<file path="config.mk">
export PLATFORM = sky130hd
export DESIGN_NAME = ethernetSmiAxiLite
export DESIGN_NICKNAME = d
export VERILOG_FILES = /design/src/hw/smiPkg.sv /design/src/hw/ethernetSmiAxiLite.sv
export VERILOG_INCLUDE_DIRS = /design/src /design/src/hw
export SDC_FILE = /design/constraint.sdc
export NUM_CORES = 1
export LEC_CHECK = 0
export BUFFER_PORTS_ARGS = -buffer_cell sky130_fd_sc_hd__buf_2
export CAP_MARGIN = 40
export CORE_MARGIN = 4
export CORE_UTILIZATION = 39
export CTS_CLUSTER_DIAMETER = 150
export DETAILED_ROUTE_END_ITERATION = 10
export PLACE_DENSITY = 0.76
export SLEW_MARGIN = 20
export SYNTH_ARGS = -nofsm -noshare
export SYNTH_HDL_FRONTEND = slang
export SYNTH_SLANG_ARGS = --single-unit
export TNS_END_PERCENT = 1
</file>
<file path="constraint.sdc">
create_clock -name clk -period 1.4 [get_ports clk]
set_input_delay 0.28 -clock clk [delete_from_list [all_inputs] [get_ports clk]]
set_output_delay 0.28 -clock clk [all_outputs]
set_load 0.02 [all_outputs]
</file>
<file path="src/hw/smi_defs.svh">
// build-time constants for the SMI controller; the divider must be 2 or more
// register offsets are 4-bit byte addresses on the AXI4-Lite port
`ifndef SMI_DEFS_SVH
`define SMI_DEFS_SVH

// ----------------------------------------
// MDC pacing

// clk cycles per MDC half-period, so MDC = clk / (2 * divide)
`define SMI_CLOCK_DIVIDE 4

// clause 22 preamble, all ones
`define SMI_PREAMBLE_BITS 32

// ----------------------------------------
// register map (byte offsets)

`define SMI_REG_TX     4'h0
`define SMI_REG_RX     4'h4
`define SMI_REG_STATUS 4'h8

`endif

</file>
<file path="src/hw/smiPkg.sv">
// shared types for the SMI controller; clause 22 frames only
// AXI4-Lite channels carry a 4-bit address, single beats only
package smiPkg;

`include "smi_defs.svh"

    // clause 22 opcodes
    typedef enum logic [1:0] {
        opWrite = 2'b01,
        opRead  = 2'b10
    } smiOp;

    // ----------------------------------------
    // frame word, MSB goes out first on MDIO

    typedef struct packed {
        logic [1:0]  startCode;   // 01 for clause 22
        smiOp        opCode;
        logic [4:0]  phyAddr;
        logic [4:0]  regAddr;
        logic [1:0]  turnaround;  // 10 on writes, released on reads
        logic [15:0] data;
    } smiFrameFields;

    // serializer shifts raw and decodes field
    typedef union packed {
        smiFrameFields field;
        logic [31:0]   raw;
    } smiFrame;

    // read view of the RX register
    typedef struct packed {
        logic [14:0] reserved;
        logic        valid;      // cleared by reading RX
        logic [15:0] data;
    } smiRxWord;

    // visible registers
    typedef enum logic [3:0] {
        regTx     = `SMI_REG_TX,
        regRx     = `SMI_REG_RX,
        regStatus = `SMI_REG_STATUS
    } smiReg;

    // AXI response codes in use
    typedef enum logic [1:0] {
        respOkay   = 2'b00,
        respSlvErr = 2'b10
    } smiResp;

    // ----------------------------------------
    // AXI4-Lite channels

    typedef struct packed {
        logic        awvalid;
        logic [3:0]  awaddr;
        logic        wvalid;
        logic [31:0] wdata;
        logic [3:0]  wstrb;    // whole word is always written
        logic        bready;
        logic        arvalid;
        logic [3:0]  araddr;
        logic        rready;
    } axiReq;

    typedef struct packed {
        logic        awready;
        logic        wready;
        logic        bvalid;
        logic [1:0]  bresp;
        logic        arready;
        logic        rvalid;
        logic [31:0] rdata;
        logic [1:0]  rresp;
    } axiRsp;

endpackage

</file>
<file path="src/hw/ethernetSmiAxiLite.sv">
// AXI4-Lite slave, one write and one read outstanding; wstrb is not used
// only TX is writable, only RX and STATUS are readable
`timescale 1ns/1ns

module ethernetSmiAxiLite (
    input  logic            clk,
    input  logic            reset,
    input  smiPkg::axiReq   axi,
    output smiPkg::axiRsp   axiResponse,
    output smiPkg::smiFrame transmitDataIn,
    output logic            transmitDataLoadEn,
    output logic            receiveDataReadReq,
    input  logic [15:0]     receiveData,
    input  logic            receiveValid,
    input  logic            transmitReady
);

    logic            awReady, wReady, arReady;
    logic            awDone, wDone, arDone;   // address or data captured
    logic            bValid, rValid;
    logic [3:0]      awAddr, arAddr;
    smiPkg::smiFrame wData;
    logic [1:0]      bResp, rResp;
    logic [31:0]     rData;
    logic            awFire, wFire, arFire, writeFire;
    logic            awDoneNext, wDoneNext, bValidNext, arDoneNext, rValidNext;
    logic            writeOk;
    logic            readOk;
    logic [31:0]     readWord;

    // ----------------------------------------
    // handshakes

    assign awFire    = axi.awvalid && awReady;
    assign wFire     = axi.wvalid && wReady;
    assign arFire    = axi.arvalid && arReady;
    assign writeFire = awDone && wDone;     // both halves in, answer on next edge

    assign awDoneNext = (awDone || awFire) && !writeFire;
    assign wDoneNext  = (wDone || wFire) && !writeFire;
    assign bValidNext = writeFire || (bValid && !axi.bready);
    assign arDoneNext = arFire;             // decode takes one cycle
    assign rValidNext = arDone || (rValid && !axi.rready);

    always_ff @(posedge clk or posedge reset) begin
        if (reset) begin
            awReady <= 1'b0;
            wReady  <= 1'b0;
            arReady <= 1'b0;
            awDone  <= 1'b0;
            wDone   <= 1'b0;
            arDone  <= 1'b0;
            bValid  <= 1'b0;
            rValid  <= 1'b0;
        end else begin
            awDone  <= awDoneNext;
            wDone   <= wDoneNext;
            bValid  <= bValidNext;
            arDone  <= arDoneNext;
            rValid  <= rValidNext;
            // no new address while a response is pending
            awReady <= !awDoneNext && !bValidNext;
            wReady  <= !wDoneNext && !bValidNext;
            arReady <= !arDoneNext && !arDone && !rValidNext;
        end
    end

    // ----------------------------------------
    // decode

    assign writeOk = (awAddr == smiPkg::regTx) && transmitReady;   // busy TX is SLVERR

    always_comb begin
        readWord = '0;
        readOk   = 1'b1;
        case (arAddr)
            smiPkg::regRx:
                readWord = smiPkg::smiRxWord'{reserved: '0, valid: receiveValid,
                                              data: receiveData};
            smiPkg::regStatus:
                readWord = {30'd0, receiveValid, transmitReady};
            default:
                readOk = 1'b0;                  // unmapped, rdata stays 0
        endcase
    end

    always_ff @(posedge clk) begin
        if (awFire) awAddr <= axi.awaddr;
        if (wFire)  wData.raw <= axi.wdata;
        if (arFire) arAddr <= axi.araddr;
        if (writeFire)
            bResp <= writeOk ? smiPkg::respOkay : smiPkg::respSlvErr;
        if (arDone) begin
            rData <= readWord;
            rResp <= readOk ? smiPkg::respOkay : smiPkg::respSlvErr;
        end
    end

    // strobes line up with the captured snapshot
    assign transmitDataIn     = wData;
    assign transmitDataLoadEn = writeFire && writeOk;
    assign receiveDataReadReq = arDone && (arAddr == smiPkg::regRx);

    assign axiResponse = smiPkg::axiRsp'{awready: awReady, wready: wReady,
                                         bvalid: bValid, bresp: bResp,
                                         arready: arReady, rvalid: rValid,
                                         rdata: rData, rresp: rResp};

    // responses stay put under back-pressure
    bHold: assert property (@(posedge clk) disable iff (reset)
        bValid && !axi.bready |=> bValid && $stable(bResp));
    rHold: assert property (@(posedge clk) disable iff (reset)
        rValid && !axi.rready |=> rValid && $stable(rData) && $stable(rResp));

endmodule

</file>
# Word level (Yosys, flattened, before mapping)
# Index checks and enable logic that the tools add are counted.
# word_totals
reg_bits	84
out_inout_bits	75
# classes
muxes	4
n_eq_ne	2
n_reduce_logical	30
# op_table
operator	count
17-bit one-hot mux with 2 select lines	1
1-bit logical AND	15
1-bit zero test	9
4-bit by 3-bit == test with 1-bit output, second input constant	1
4-bit == test, second input constant	1
4-bit zero test	1
1-bit logical OR	4
2-bit 2-to-1 mux	2
2-bit OR reduction	1
1-bit 2-to-1 mux	1

# Longest topological paths before layout
# logic_depth
depth_word	5
depth_mapped	3
depth_no_buf	2

# Least setup slack after synthesis
# OpenSTA, ideal clock, no wires.
# synth_timing
kind	reg-to-reg
startpoint	reg wReady
endpoint	reg wData, in the netlist transmitDataIn[0], enable pin
synth_period_minus_slack_ns	1.549
setup_time_ns	0.394
required_time_ns	1.006
stages_incl_launch_ff	2
path_buffers	0
slack_ns	-0.149
arrival_time_ns	1.155
cell_sequence	dfrtp_1 and2_1
# synth_via
elab_chain_len	1
# synth_lines
element	line_no	text
from (decl)	ethernetSmiAxiLite.sv:18	logic awReady, wReady, arReady;
from (signal assigned)	ethernetSmiAxiLite.sv:63	wReady <= !wDoneNext && !bValidNext;
1-bit logical AND	ethernetSmiAxiLite.sv:35	assign wFire = axi.wvalid && wReady;
named net wFire	ethernetSmiAxiLite.sv:25	logic awFire, wFire, arFire, writeFire;
to (decl)	ethernetSmiAxiLite.sv:22	smiPkg::smiFrame wData;
# The timed path passes the listed nets, and every way through them passes these cells.
# A chain may end at the register's enable or synchronous reset.

# Final worst setup path
# layout_timing
startpoint	reg awAddr[1]
endpoint	out transmitDataLoadEn
# layout_via
elab_chain_len	3
# layout_lines
element	line_no	text
from (decl)	ethernetSmiAxiLite.sv:21	logic [3:0] awAddr, arAddr;
from (signal assigned)	ethernetSmiAxiLite.sv:88	if (awFire) awAddr <= axi.awaddr;
4-bit zero test	ethernetSmiAxiLite.sv:71	assign writeOk = (awAddr == smiPkg::regTx) && transmitReady;
1-bit logical AND	ethernetSmiAxiLite.sv:71	
1-bit logical AND	ethernetSmiAxiLite.sv:101	assign transmitDataLoadEn = writeFire && writeOk;
to (decl)	ethernetSmiAxiLite.sv:11	output logic transmitDataLoadEn,
# Every way passes these cells.

==> metrics.md <==
| Metric | Value |
|---|---|
| Total GRT Usage | `12.91%` |
| Synth Area in Compound Gates | `2.138%` |
| Placer Congestion | `0.6788` |
| Final setup fails | `2` |
| Final TNS setup | `-543.6 ps` |
| Die Y | `87.38 um` |
| Worst setup margin | `-308.7 ps` |
| Post-Synth XOR/XNOR Area | `0.3564%` |
| Initial antenna violation count | `0` |
| Worst hold path type | `in2reg` |
| Mux cell area share after synthesis | `0%` |
| Failing checks | `setup timing` |
| Worst Setup End Kind | `output pin` |
| Via Count | `1537` |
| Vias in the first global route | `1474` |
| Diodes inserted | `0` |
| Row Count | `28` |
| Synth warn | `0` |
| WL per Instance | `14.45 um` |
| Hold WS | `121.0 ps` |
| Tot Pwr | `0.005489 W` |
| Num ports | `144` |
| Syn_area_per_cell | `18.34 um^2` |
| Syn-to-layout area delta | `36.81%` |
| Dpl cells | `329` |
| Maximum operating frequency | `585.3 MHz` |
| Status | `finished, violations left` |
| Net count, final | `337` |
| Layout cells sized above 1 | `58.24%` |
| Gate Count Post-Synth | `134` |
| Drc violations | `0` |
| CTS Buffer Depth | `2` |
| CORE AREA | `6026 um^2` |
| Detailed Route WL | `5.028 mm` |
| Initial Utilization | `40.78%` |
| Unrepaired setup endpoints after global routing | `yes` |
| CTS Buf Count | `9` |
| Power Density | `1633 nW/um^2` |
| Detailed placement HPWL | `3.762 mm` |
| H-tree depth | `3` |
| # fillers | `528` |
| Final hold vios | `0` |
| Chip width | `87.38 um` |
| IO buf count | `122` |
| Netlist cell types | `20` |
| Post-Route Skew | `9.243 ps` |
| Largest net degree at the start of global routing | `35` |
| Tmin final | `1709 ps` |
| Die ar. | `7635 um^2` |
| DRT iter0 DRCs | `60` |
| LEAKAGE | `1.476 nW` |
| Global-route wire length before repair | `7.265 mm` |
| Via density | `4.417` |
| Flops & latches, synth | `67` |
| Root Driver | `clkbuf_8` |
| Post-Synth Adder-Cell Area | `0%` |
| Crit share post-route | `122.0%` |
| CP required | `1120 ps` |
| Part of the Yosys area used for sequential elements | `80.24%` |
| Kind of critical path | `reg2out` |
| Clock sink count | `67` |
| Largest family of logic cells by synthesized area | `simple AND/OR/NAND/NOR gates` |
| Largest fanout on the critical path | `2` |
| Pre-Repair DR Iteration Count | `4` |
| Cell Count, Final, Fillers Out | `348` |
| Startpoint types | `register` |
| Clk_lat worst skew | `320 ps` |
| Max IR drop VDD | `0.9979 mV` |
| Max Slew Vio Count | `0` |
| Clock transition at the registers of the reported paths | `80 ps` |
| Grt total ovfl | `0` |
| Mapped Area | `2457 um^2` |
| Simple-gate share of the synthesized area | `9.470%` |
| Post-DRT Antenna Nets | `0` |
| Crit path DAT | `1430 ps` |
| Final Util | `55.79%` |
| CTS tree | `done` |
| Max-Cap Viols | `0` |
## cell type report
| class | count | area (um^2) | share of cell area [%] |
|---|---|---|---|
| Multi-Input combinational cell | 57 | 374.1 | 11.13 |
| Inverter | 3 | 11.26 | 0.3349 |
| Clock buffer | 9 | 123.9 | 3.684 |
| Sequential cell | 67 | 1972 | 58.65 |
| Timing Repair Buffer | 130 | 694.4 | 20.66 |
| Clock inverter | 7 | 92.59 | 2.754 |
| Tap cell | 75 | 93.84 | 2.791 |
## path summary, 6_finish.rpt
check	startpoint	end	slack [ps]	cells after the start
setup / recovery	awAddr[1]	transmitDataLoadEn	-310	3
hold / removal	axi[29]	transmitDataIn[18]	120	1
setup reg to reg	arAddr[3]	rResp[1]	0	4
hold reg to reg	rValid	arReady	490	1
max in group asynchronous	reset	arDone	750	3
min in group asynchronous	reset	wReady	430	3
## layout by cell type, fill, tap and decap left out, drive strengths merged
master	synthesis	routed
a211oi	3	3
a21o	2	2
and2	19	19
and4	1	1
buf	23	129
bufinv	0	2
clkbuf	0	9
clkinv	0	3
clkinvlp	0	2
conb	1	17
dfrtp	8	8
dlygate4sd3	0	1
edfxtp	59	59
inv	3	3
nand2	2	2
nand3b	4	4
nor2b	1	1
nor3	2	2
nor4	1	1
nor4b	1	1
o21a	2	2
or3	1	1
xnor2	1	1
## power breakdown
| group | switching [W] | internal [W] |
|---|---|---|
| clock | 0.000716 | 0.000996 |
| combinational | 0.000689 | 0.000374 |
| sequential | 0.000141 | 0.00257 |
## cell usage after synthesis (all sizes together)
library cell,n,share of area [%]
inv,3,0.46
edfxtp,59,72
conb,1,0.15
or3,1,0.25
nor2b,1,0.25
xnor2,1,0.36
dfrtp,8,8.1
buf,23,7.2
nor4,1,0.25
a211oi,3,0.92
nor3,2,0.41
nand3b,4,1.2
a21o,2,0.61
o21a,2,0.61
and2,19,5.4
and4,1,0.36
nand2,2,0.31
nor4b,1,0.97
## per-layer routing
metal  track usage [%]  share of wire (%)  up-vias
met5                 0                  0        -
met4             7.113                1.4        0
met3             3.595                 10        8
met2             21.44                 50       89
met1             14.99                 38      724
li1                  -                  -      716
## cells by family after synthesis
| kind of cell | count (synthesis) |
|---|---|
| DFF | 67 |
| and+or+nand+nor | 32 |
| buffers and inverters | 26 |
| AOI/OAI and AO/OA | 7 |
| xor gates and xnor gates | 1 |
| other | 1 |
## timing repair
action                                  4_1_cts  5_1_grt
buffers inserted                              1        1
pin swaps                                     1        3
hold endpoints to repair                      8        0
resized for setup                             4        1
cloned                                        0        0
hold buffers                                  1        0
endpoints found under the setup margin        2        3
## worst max-delay path, stage by stage, from the launching register on
cell and delay [ps]:
edfxtp_1 420, nor4_4 320, and4_1 240, buf_6 120
## metrics by stage
stage                     setup WS, ps  area (um^2)
after detailed placement         28.79         3097
after floorplan                  19.23         2519
after global routing            -371.7         3362
after global placement           19.78         3097
after CTS                       -288.3         3346
final                           -308.7         3362
## sequential cells by signal, indices dropped and copies added, names as in the netlist
signal          flops
wReady              1
awReady             1
arAddr              4
bResp               1
arDone              1
bValid              1
rResp               1
arReady             1
transmitDataIn     32
awAddr              4
awDone              1
wDone               1
rValid              1
rData              17
(Power assumes the default switching activity.)
